## config.mk

```make
export PLATFORM = sky130hd
export DESIGN_NAME = top_id
export DESIGN_NICKNAME = d
export VERILOG_FILES = /design/src/common/mips_id_pkg.sv /design/src/common/id_fields_if.sv /design/src/hdl/top_id.sv /design/src/hdl/branch_address_calculator.sv /design/src/register_file/register_file.sv /design/src/decode/main_control.sv /design/src/decode/instr_field_decoder.sv
export VERILOG_INCLUDE_DIRS = /design/src /design/src/common
export SDC_FILE = /design/constraint.sdc
export NUM_CORES = 2
export LEC_CHECK = 0
export ABC_AREA = 0
export CAP_MARGIN = 10
export CORE_MARGIN = 4
export CORE_UTILIZATION = 59
export DETAILED_ROUTE_END_ITERATION = 8
export DONT_BUFFER_PORTS = 1
export PLACE_DENSITY_LB_ADDON = 0.1
export SLEW_MARGIN = 40
export SYNTH_ARGS = -nofsm -noshare
export SYNTH_HDL_FRONTEND = slang
export SYNTH_SLANG_ARGS = --single-unit
```

## constraint.sdc

```tcl
create_clock -name i_clock -period 8.6 [get_ports i_clock]
set_input_delay 1.29 -clock i_clock [delete_from_list [all_inputs] [get_ports i_clock]]
set_output_delay 1.29 -clock i_clock [all_outputs]
set_load 0.01 [all_outputs]
```

## src/common/mips_id_consts.svh

```systemverilog
`ifndef MIPS_ID_CONSTS_SVH
`define MIPS_ID_CONSTS_SVH

// Instruction and data widths.
`define INSTR_W     32
`define REG_W       32
`define REG_COUNT   32
`define REG_ADDR_W  5

// Immediate, jump index and PC address widths.
`define IMM_W       16
`define INDEX_W     26
`define ADDR_W      11

// Opcode and function code width.
`define OPCODE_W    6

// Field positions inside the instruction word.
`define OPCODE_LSB  26
`define RS_LSB      21
`define RT_LSB      16
`define RD_LSB      11
`define SHAMT_LSB   6

`endif
```

## src/common/mips_id_pkg.sv

```systemverilog
`include "mips_id_consts.svh"

package mips_id_pkg;

    // Primary opcodes, encoded as in the MIPS32 opcode map.
    typedef enum logic [`OPCODE_W-1:0] {
        OP_RTYPE   = 6'h00,
        OP_J       = 6'h02,
        OP_JAL     = 6'h03,
        OP_BEQ     = 6'h04,
        OP_BNE     = 6'h05,
        OP_ADDI    = 6'h08,
        OP_SLTI    = 6'h0a,
        OP_ANDI    = 6'h0c,
        OP_ORI     = 6'h0d,
        OP_XORI    = 6'h0e,
        OP_LUI     = 6'h0f,
        OP_LW      = 6'h23,
        OP_SW      = 6'h2b,
        OP_INVALID = 6'h3f
    } opcode_e;

    // SPECIAL function codes.
    typedef enum logic [`OPCODE_W-1:0] {
        FN_SLL     = 6'h00,
        FN_SRL     = 6'h02,
        FN_SRA     = 6'h03,
        FN_JR      = 6'h08,
        FN_JALR    = 6'h09,
        FN_ADDU    = 6'h21,
        FN_SUBU    = 6'h23,
        FN_AND     = 6'h24,
        FN_OR      = 6'h25,
        FN_XOR     = 6'h26,
        FN_NOR     = 6'h27,
        FN_SLT     = 6'h2a,
        FN_INVALID = 6'h3f
    } funct_e;

    // ALU operation class handed to execute.
    typedef enum logic [1:0] {
        ALUOP_LOADSTORE = 2'd0,
        ALUOP_BRANCH    = 2'd1,
        ALUOP_RTYPE     = 2'd2,
        ALUOP_ITYPE     = 2'd3
    } alu_op_e;

    // ALU control. ADD is zero so a bubble decodes to it.
    typedef enum logic [3:0] {
        ALU_ADD = 4'd0,
        ALU_SUB = 4'd1,
        ALU_AND = 4'd2,
        ALU_OR  = 4'd3,
        ALU_XOR = 4'd4,
        ALU_NOR = 4'd5,
        ALU_SLT = 4'd6,
        ALU_SLL = 4'd7,
        ALU_SRL = 4'd8,
        ALU_SRA = 4'd9,
        ALU_LUI = 4'd10
    } alu_ctrl_e;

    typedef enum logic [2:0] {
        BR_NONE,
        BR_BEQ,
        BR_BNE,
        BR_JUMP,
        BR_JUMP_REG
    } branch_kind_e;

endpackage

```

## src/common/id_fields_if.sv

```systemverilog
`timescale 1ns/1ps

`include "mips_id_consts.svh"

interface id_fields_if;

    logic [`REG_ADDR_W-1:0]  rs;
    logic [`REG_ADDR_W-1:0]  rt;
    logic [`REG_ADDR_W-1:0]  rd;
    logic [`REG_ADDR_W-1:0]  shamt;
    logic [`IMM_W-1:0]       imm;
    logic [`INDEX_W-1:0]     index;
    mips_id_pkg::opcode_e    opcode;
    mips_id_pkg::funct_e     funct;

    // Field decoder side.
    modport producer (
        output rs, rt, rd, shamt, imm, index, opcode, funct
    );

    // Control, branch and register file side.
    modport consumer (
        input rs, rt, rd, shamt, imm, index, opcode, funct
    );

endinterface

```

## src/hdl/top_id.sv

```systemverilog
`timescale 1ns/1ps

`include "mips_id_consts.svh"

module top_id (
    input  logic                    i_clock,
    input  logic                    i_soft_reset,
    input  logic [`INSTR_W-1:0]     i_instruction,
    input  logic [`ADDR_W-1:0]      i_out_adder_pc,
    input  logic                    i_control_write_reg,
    input  logic [`REG_ADDR_W-1:0]  i_reg_write,
    input  logic [`REG_W-1:0]       i_data_write,
    output logic [`ADDR_W-1:0]      o_branch_dir,
    output logic                    o_branch_control,
    output logic [`REG_W-1:0]       o_data_a,
    output logic [`REG_W-1:0]       o_data_b,
    output logic [`REG_W-1:0]       o_extension_signo_constante,
    output logic [`REG_ADDR_W-1:0]  o_reg_rs,
    output logic [`REG_ADDR_W-1:0]  o_reg_rt,
    output logic [`REG_ADDR_W-1:0]  o_reg_rd,
    output logic                    o_reg_dst,
    output logic                    o_reg_write,
    output logic                    o_alu_src,
    output mips_id_pkg::alu_op_e    o_alu_op,
    output logic                    o_mem_read,
    output logic                    o_mem_write,
    output logic                    o_mem_to_reg,
    output mips_id_pkg::alu_ctrl_e  o_alu_ctrl
);

    id_fields_if fields ();

    logic [`REG_W-1:0]      data_a;
    logic [`REG_W-1:0]      data_b;
    logic [`REG_W-1:0]      imm_ext;
    logic                   reg_dst;
    logic                   reg_write;
    logic                   alu_src;
    logic                   mem_read;
    logic                   mem_write;
    logic                   mem_to_reg;
    mips_id_pkg::alu_op_e   alu_op;
    mips_id_pkg::alu_ctrl_e alu_ctrl;

    // Sign extension.
    assign imm_ext = {{(`REG_W - `IMM_W){fields.imm[`IMM_W-1]}}, fields.imm};

    instr_field_decoder u_instr_field_decoder (
        .i_instruction (i_instruction),
        .o_fields      (fields.producer)
    );

    main_control u_main_control (
        .i_fields     (fields.consumer),
        .o_reg_dst    (reg_dst),
        .o_reg_write  (reg_write),
        .o_alu_src    (alu_src),
        .o_mem_read   (mem_read),
        .o_mem_write  (mem_write),
        .o_mem_to_reg (mem_to_reg),
        .o_alu_op     (alu_op),
        .o_alu_ctrl   (alu_ctrl)
    );

    register_file u_register_file (
        .i_clock         (i_clock),
        .i_soft_reset    (i_soft_reset),
        .i_fields        (fields.consumer),
        .i_control_write (i_control_write_reg),
        .i_reg_write     (i_reg_write),
        .i_data_write    (i_data_write),
        .o_data_a        (data_a),
        .o_data_b        (data_b)
    );

    // Branch resolves in decode, outside the output register.
    branch_address_calculator u_branch_address_calculator (
        .i_fields         (fields.consumer),
        .i_adder_pc       (i_out_adder_pc),
        .i_data_a         (data_a),
        .i_data_b         (data_b),
        .i_imm_ext        (imm_ext),
        .o_branch_control (o_branch_control),
        .o_branch_dir     (o_branch_dir)
    );

    ////////////////////
    // ID/EX register on the falling edge.
    ////////////////////

    always_ff @(negedge i_clock) begin
        if (!i_soft_reset) begin
            o_data_a                    <= '0;
            o_data_b                    <= '0;
            o_extension_signo_constante <= '0;
            o_reg_rs                    <= '0;
            o_reg_rt                    <= '0;
            o_reg_rd                    <= '0;
            o_reg_dst                   <= 1'b0;
            o_reg_write                 <= 1'b0;
            o_alu_src                   <= 1'b0;
            o_alu_op                    <= mips_id_pkg::ALUOP_LOADSTORE;
            o_mem_read                  <= 1'b0;
            o_mem_write                 <= 1'b0;
            o_mem_to_reg                <= 1'b0;
            o_alu_ctrl                  <= mips_id_pkg::ALU_ADD;
        end
        else begin
            o_data_a                    <= data_a;
            o_data_b                    <= data_b;
            o_extension_signo_constante <= imm_ext;
            o_reg_rs                    <= fields.rs;
            o_reg_rt                    <= fields.rt;
            o_reg_rd                    <= fields.rd;
            o_reg_dst                   <= reg_dst;
            o_reg_write                 <= reg_write;
            o_alu_src                   <= alu_src;
            o_alu_op                    <= alu_op;
            o_mem_read                  <= mem_read;
            o_mem_write                 <= mem_write;
            o_mem_to_reg                <= mem_to_reg;
            o_alu_ctrl                  <= alu_ctrl;
        end
    end

endmodule

```

## src/hdl/branch_address_calculator.sv

```systemverilog
`timescale 1ns/1ps

`include "mips_id_consts.svh"

module branch_address_calculator (
    id_fields_if.consumer      i_fields,
    input  logic [`ADDR_W-1:0] i_adder_pc,
    input  logic [`REG_W-1:0]  i_data_a,
    input  logic [`REG_W-1:0]  i_data_b,
    input  logic [`REG_W-1:0]  i_imm_ext,
    output logic               o_branch_control,
    output logic [`ADDR_W-1:0] o_branch_dir
);

    mips_id_pkg::branch_kind_e kind;
    logic                      operands_equal;
    logic [`ADDR_W-1:0]        rel_target;

    assign operands_equal = (i_data_a == i_data_b);

    // Wraps modulo the PC width.
    assign rel_target = i_adder_pc + i_imm_ext[`ADDR_W-1:0];

    ////////////////////
    // Branch kind.
    ////////////////////

    always_comb begin
        case (i_fields.opcode)
            mips_id_pkg::OP_BEQ: kind = mips_id_pkg::BR_BEQ;
            mips_id_pkg::OP_BNE: kind = mips_id_pkg::BR_BNE;
            mips_id_pkg::OP_J, mips_id_pkg::OP_JAL: begin
                kind = mips_id_pkg::BR_JUMP;
            end
            mips_id_pkg::OP_RTYPE: begin
                if (i_fields.funct == mips_id_pkg::FN_JR ||
                    i_fields.funct == mips_id_pkg::FN_JALR) begin
                    kind = mips_id_pkg::BR_JUMP_REG;
                end
                else begin
                    kind = mips_id_pkg::BR_NONE;
                end
            end
            default: kind = mips_id_pkg::BR_NONE;
        endcase
    end

    ////////////////////
    // Decision and target.
    ////////////////////

    always_comb begin
        o_branch_control = 1'b0;
        o_branch_dir     = '0;
        case (kind)
            mips_id_pkg::BR_BEQ: begin
                o_branch_control = operands_equal;
                o_branch_dir     = operands_equal ? rel_target : '0;
            end
            mips_id_pkg::BR_BNE: begin
                o_branch_control = !operands_equal;
                o_branch_dir     = operands_equal ? '0 : rel_target;
            end
            mips_id_pkg::BR_JUMP: begin
                o_branch_control = 1'b1;
                o_branch_dir     = i_fields.index[`ADDR_W-1:0];
            end
            mips_id_pkg::BR_JUMP_REG: begin
                o_branch_control = 1'b1;
                o_branch_dir     = i_data_a[`ADDR_W-1:0];
            end
            default: begin
            end
        endcase
    end

endmodule

```

## src/register_file/register_file.sv

```systemverilog
`timescale 1ns/1ps

`include "mips_id_consts.svh"

module register_file (
    input  logic                   i_clock,
    input  logic                   i_soft_reset,
    id_fields_if.consumer          i_fields,
    input  logic                   i_control_write,
    input  logic [`REG_ADDR_W-1:0] i_reg_write,
    input  logic [`REG_W-1:0]      i_data_write,
    output logic [`REG_W-1:0]      o_data_a,
    output logic [`REG_W-1:0]      o_data_b
);

    logic [`REG_W-1:0] regs [`REG_COUNT];
    logic              write_en;

    // Register zero is never written.
    assign write_en = i_control_write && (i_reg_write != '0);

    ////////////////////
    // Write port.
    ////////////////////

    always_ff @(posedge i_clock) begin
        if (!i_soft_reset) begin
            for (int i = 0; i < `REG_COUNT; i++) begin
                regs[i] <= '0;
            end
        end
        else if (write_en) begin
            regs[i_reg_write] <= i_data_write;
        end
    end

    ////////////////////
    // Read ports.
    ////////////////////

    // No bypass. A same-cycle write shows up next cycle.
    always_comb begin
        if (i_fields.rs == '0) begin
            o_data_a = '0;
        end
        else begin
            o_data_a = regs[i_fields.rs];
        end

        if (i_fields.rt == '0) begin
            o_data_b = '0;
        end
        else begin
            o_data_b = regs[i_fields.rt];
        end
    end

endmodule

```

## src/decode/main_control.sv

```systemverilog
`timescale 1ns/1ps

module main_control (
    id_fields_if.consumer           i_fields,
    output logic                    o_reg_dst,
    output logic                    o_reg_write,
    output logic                    o_alu_src,
    output logic                    o_mem_read,
    output logic                    o_mem_write,
    output logic                    o_mem_to_reg,
    output mips_id_pkg::alu_op_e    o_alu_op,
    output mips_id_pkg::alu_ctrl_e  o_alu_ctrl
);

    always_comb begin
        // Bubble unless a supported encoding says otherwise.
        o_reg_dst    = 1'b0;
        o_reg_write  = 1'b0;
        o_alu_src    = 1'b0;
        o_mem_read   = 1'b0;
        o_mem_write  = 1'b0;
        o_mem_to_reg = 1'b0;
        o_alu_op     = mips_id_pkg::ALUOP_LOADSTORE;
        o_alu_ctrl   = mips_id_pkg::ALU_ADD;

        case (i_fields.opcode)
            mips_id_pkg::OP_RTYPE: begin
                case (i_fields.funct)
                    mips_id_pkg::FN_JR: begin
                    end
                    mips_id_pkg::FN_JALR: begin
                        o_reg_write = 1'b1;
                    end
                    mips_id_pkg::FN_INVALID: begin
                    end
                    default: begin
                        o_reg_dst   = 1'b1;
                        o_reg_write = 1'b1;
                        o_alu_op    = mips_id_pkg::ALUOP_RTYPE;
                    end
                endcase

                // ALU operation straight from funct.
                case (i_fields.funct)
                    mips_id_pkg::FN_ADDU: o_alu_ctrl = mips_id_pkg::ALU_ADD;
                    mips_id_pkg::FN_SUBU: o_alu_ctrl = mips_id_pkg::ALU_SUB;
                    mips_id_pkg::FN_AND:  o_alu_ctrl = mips_id_pkg::ALU_AND;
                    mips_id_pkg::FN_OR:   o_alu_ctrl = mips_id_pkg::ALU_OR;
                    mips_id_pkg::FN_XOR:  o_alu_ctrl = mips_id_pkg::ALU_XOR;
                    mips_id_pkg::FN_NOR:  o_alu_ctrl = mips_id_pkg::ALU_NOR;
                    mips_id_pkg::FN_SLT:  o_alu_ctrl = mips_id_pkg::ALU_SLT;
                    mips_id_pkg::FN_SLL:  o_alu_ctrl = mips_id_pkg::ALU_SLL;
                    mips_id_pkg::FN_SRL:  o_alu_ctrl = mips_id_pkg::ALU_SRL;
                    mips_id_pkg::FN_SRA:  o_alu_ctrl = mips_id_pkg::ALU_SRA;
                    default:              o_alu_ctrl = mips_id_pkg::ALU_ADD;
                endcase
            end

            mips_id_pkg::OP_ADDI, mips_id_pkg::OP_SLTI, mips_id_pkg::OP_ANDI,
            mips_id_pkg::OP_ORI,  mips_id_pkg::OP_XORI, mips_id_pkg::OP_LUI: begin
                o_alu_src   = 1'b1;
                o_reg_write = 1'b1;
                o_alu_op    = mips_id_pkg::ALUOP_ITYPE;
                case (i_fields.opcode)
                    mips_id_pkg::OP_SLTI: o_alu_ctrl = mips_id_pkg::ALU_SLT;
                    mips_id_pkg::OP_ANDI: o_alu_ctrl = mips_id_pkg::ALU_AND;
                    mips_id_pkg::OP_ORI:  o_alu_ctrl = mips_id_pkg::ALU_OR;
                    mips_id_pkg::OP_XORI: o_alu_ctrl = mips_id_pkg::ALU_XOR;
                    mips_id_pkg::OP_LUI:  o_alu_ctrl = mips_id_pkg::ALU_LUI;
                    default:              o_alu_ctrl = mips_id_pkg::ALU_ADD;
                endcase
            end

            mips_id_pkg::OP_LW: begin
                o_alu_src    = 1'b1;
                o_mem_read   = 1'b1;
                o_mem_to_reg = 1'b1;
                o_reg_write  = 1'b1;
            end

            mips_id_pkg::OP_SW: begin
                o_alu_src   = 1'b1;
                o_mem_write = 1'b1;
            end

            // Compare is a subtract in execute.
            mips_id_pkg::OP_BEQ, mips_id_pkg::OP_BNE: begin
                o_alu_op   = mips_id_pkg::ALUOP_BRANCH;
                o_alu_ctrl = mips_id_pkg::ALU_SUB;
            end

            mips_id_pkg::OP_JAL: begin
                o_reg_write = 1'b1;
            end

            default: begin
            end
        endcase
    end

endmodule

```

## src/decode/instr_field_decoder.sv

```systemverilog
`timescale 1ns/1ps

`include "mips_id_consts.svh"

module instr_field_decoder (
    input  logic [`INSTR_W-1:0] i_instruction,
    id_fields_if.producer       o_fields
);

    logic [`OPCODE_W-1:0] op_raw;
    logic [`OPCODE_W-1:0] fn_raw;

    assign op_raw = i_instruction[`OPCODE_LSB +: `OPCODE_W];
    assign fn_raw = i_instruction[`OPCODE_W-1:0];

    ////////////////////
    // Plain field slices.
    ////////////////////

    assign o_fields.rs    = i_instruction[`RS_LSB    +: `REG_ADDR_W];
    assign o_fields.rt    = i_instruction[`RT_LSB    +: `REG_ADDR_W];
    assign o_fields.rd    = i_instruction[`RD_LSB    +: `REG_ADDR_W];
    assign o_fields.shamt = i_instruction[`SHAMT_LSB +: `REG_ADDR_W];
    assign o_fields.imm   = i_instruction[`IMM_W-1:0];
    assign o_fields.index = i_instruction[`INDEX_W-1:0];

    ////////////////////
    // Opcode and function classification.
    ////////////////////

    always_comb begin
        case (op_raw)
            mips_id_pkg::OP_RTYPE, mips_id_pkg::OP_J,    mips_id_pkg::OP_JAL,
            mips_id_pkg::OP_BEQ,   mips_id_pkg::OP_BNE,  mips_id_pkg::OP_ADDI,
            mips_id_pkg::OP_SLTI,  mips_id_pkg::OP_ANDI, mips_id_pkg::OP_ORI,
            mips_id_pkg::OP_XORI,  mips_id_pkg::OP_LUI,  mips_id_pkg::OP_LW,
            mips_id_pkg::OP_SW: begin
                o_fields.opcode = mips_id_pkg::opcode_e'(op_raw);
            end
            default: begin
                o_fields.opcode = mips_id_pkg::OP_INVALID;
            end
        endcase
    end

    always_comb begin
        case (fn_raw)
            mips_id_pkg::FN_SLL,  mips_id_pkg::FN_SRL,  mips_id_pkg::FN_SRA,
            mips_id_pkg::FN_JR,   mips_id_pkg::FN_JALR, mips_id_pkg::FN_ADDU,
            mips_id_pkg::FN_SUBU, mips_id_pkg::FN_AND,  mips_id_pkg::FN_OR,
            mips_id_pkg::FN_XOR,  mips_id_pkg::FN_NOR,  mips_id_pkg::FN_SLT: begin
                o_fields.funct = mips_id_pkg::funct_e'(fn_raw);
            end
            default: begin
                o_fields.funct = mips_id_pkg::FN_INVALID;
            end
        endcase
    end

endmodule

```

==> flow_metrics.tcl <==
set metrics [dict create \
    grt_pass1_vias 39100 \
    synth_xor_area_share_pct 0.607 \
    cts_sinks 1125 \
    antenna_found_initial 13 \
    setup_ws_ns 0.0189 \
    relSlewSlack_pct -45.8 \
    synth_commonest_cells "and2_1, edfxtp_1, mux4_2" \
    crit_required_ns 7.31 \
    die_y_um 325 \
    multiInputGateArea_mm2 0.0245 \
    synthDistinctLibCells 71 \
    tightest_slew_ns 2.19 \
    reg_top3 "u_register_file.regs (1024), o_data_a (32), o_data_b (32)" \
    grt_pass1_wl_um 284000 \
    arrival_ns 7.29 \
    syn_avg_cell_area_um2 14.4 \
    synthMuxAreaShare_pct 21.3 \
    stdcell_area_mm2 0.0643 \
    placed_area_mm2 0.0597 \
    cts_max_level 3 \
    synthCells 4101 \
    fill_cells 7014 \
    fp.dieArea_mm2 0.105 \
    largest_register_ffs 1024 \
    crit_type "in -> out" \
    startpoint_type "input port" \
    synth_compound_area_share_pct 4.84 \
    initial_utilization_pct 59.8 \
    antenna_left 0 \
    setup_viol 0 \
    dp_worst_setup_slack_ns 0.907 \
    async_reset_ff_share_pct 0 \
    p_int_uw 10200 \
    grt_util_all_layers_pct 37.5 \
    yosys_register_bits 1125 \
    die_w_um 325 \
    globalplace.congestion 0.993 \
    routedWlPerCell_um 37.2 \
    power_switching_share_pct 24.2 \
    combPwrFrac_pct 9.8 \
    rows 115 \
    portBuffers 0 \
    fmax_mhz 117 \
    synthSimpleGateAreaFrac_pct 13.4 \
    syn_area_mm2 0.0591 \
    ioPinCount 218 \
    p_per_area_mw_per_mm2 210 \
    cts_buffer_depth 3 \
    seq_area_mm2 0.0328 \
    synth_edf_count 1024 \
    cts_made_buffers 120 \
    cts_root_buffer "clkbuf_16" \
    ir_drop_uv 163 \
    cts_setup_buffers 0 \
    p_leak_uw 0.0226 \
    cts_tree "built" \
    p_sw_uw 3260 \
    dr.pass1.iters 8 \
    p_seq_share_pct 48.3 \
    rsz0062_at_grt "no" \
    layout-drive-gt1-share_pct 23.2 \
    hold_path.class "in -> reg" \
    fin_crit_ns 8.58 \
    synth-adder-area-share_pct 0.246 \
    regMostFlops "u_register_file.regs" \
    area_delta_synth_final_pct 8.73 \
    ys_top_cells_by_area "edfxtp_1, mux4_2, and2_1, dfxtp_1, mux2_2" \
    critPathCaptureType "primary output" \
    slew_viol_final 178 \
    vias 39000 \
    timing_hold_violations_final 0 \
    power.share.clock_pct 42.0 \
    synth_top_family_by_area "multiplexers" \
    cap_violations 0 \
    path_clk_slew_ns 0.06 \
    post_drt_via_cell_ratio 7.22 \
    seq_area_frac_synth_pct 55.4 \
    dp_hpwl_um 115000 \
    grt_max_degree 299 \
    outcome "complete, but fails checks" \
    drcViolationCount 0 \
    yosys_warnings 0 \
    yosysTopAreaCell "edfxtp_1" \
    synth_top_area_share_pct 52.0 \
    drtIter0Drc 5787 \
    violations "slew limit" \
    grt-ovfl-total 0 \
    wirelength_um 201000 \
    core-area_mm2 0.0989 \
    finalSetupTns_ns 0 \
    worstPathMaxFanout 283 \
    cts_resized 0 \
    timing.final.crit_share_pct 99.8 \
    finalNetCount 4093 \
    synth.most_common_cell "and2_1" \
    clk_latency_ns 0.74 \
    ys.flop_type "edfxtp_1" \
    skew_ns 0.0288 \
    cts.hold.buffers_added 0 \
]
[path summary, 6_finish.rpt]
path	slack, ns	end	start	cells after the start
hold / removal	0.76	u_register_file.regs[20][5]	i_data_write[5]	1
setup reg to reg	2.06	o_data_b[23]	u_register_file.regs[17][23]	5
setup / recovery	0.02	o_branch_dir[3]	i_instruction[22]	10
hold reg to reg	5.24	o_data_a[28]	u_register_file.regs[17][28]	5
[metal layers]
layer / wire [um] / track usage [%] / vias up
met3: 29900 / 13.5 / 645
li1: - / - / 15400
met1: 68000 / 47.8 / 19800
met2: 90300 / 57.0 / 3177
met5: 0 / 0 / -
met4: 12400 / 19.4 / 0
[worst max-delay path, stage by stage]
cell      delay, ns
nor3b_4        1.30
a221oi_1       0.21
a31oi_1        0.36
nand2_1        0.34
xnor2_1        0.53
nand4_1        0.44
nor4_4         0.72
and3_1         0.33
nor2_2         0.13
o221ai_1       0.61
[kinds of logic after synthesis]
group / Yosys count
compound gates: 389
buf+inv: 471
flops: 1125
xor+xnor: 41
other cells: 1
mux: 730
fa+ha+maj: 11
simple gates: 1333
[final cells by class]
cell class / count / share of cell area (%)
Antenna cell: 5 / 0.0195
Inverter: 17 / 0.107
Clock buffer: 156 / 5.27
Timing Repair Buffer: 98 / 1.21
Clock inverter: 171 / 1.81
Sequential cell: 1125 / 51.0
Tap cell: 1287 / 2.51
Multi-Input combinational cell: 2536 / 38.1
[placed cells by master (no fill, tap or decap), types with 10 or more instances in the layout]
master and instances:
a21oi_1 20, mux2_2 174, nand2_1 85, bufinv_16 13, nor2_1 69, a211oi_1 30
mux2i_1 152, nor3_1 22, inv_1 117, a221oi_1 58, o21ai_4 31, nor2_2 26
a221o_1 15, conb_1 32, o22ai_1 59, clkbuf_1 21, ha_1 10, xor2_1 15
nor4_1 21, dfxtp_1 100, xnor2_1 26, clkbuf_16 129, and3_1 15, o221ai_1 73
mux4_2 402, a31oi_1 14, and2_1 1025, clkinv_1 18, o21ai_0 26, a22oi_1 35
edfxtp_1 1024, buf_4 95
[power groups by stage]
stage / clock, uW / sequential, uW / combinational (uW)
floorplan: 71.8 / 6510 / 1030
global placement: 71.8 / 6570 / 1250
detailed placement: 71.8 / 6600 / 1260
CTS: 5680 / 6490 / 1270
global route: 5940 / 6520 / 1330
finish: 5660 / 6500 / 1320
[through the flow]
step | total power, uW | instances | utilization (%) | hold WS (ns)
floorplan | 7610 | 4132 | - | 1.49
global placement | 7890 | 5063 | 60.4 | 1.49
detailed placement | 7930 | 5064 | 60.4 | 1.49
CTS | 13400 | 5390 | 65.0 | 0.733
global route | 13800 | 5392 | 65.0 | 0.742
finish | 13500 | 5395 | 65.0 | 0.761
Power figures use the tool's default switching activity.
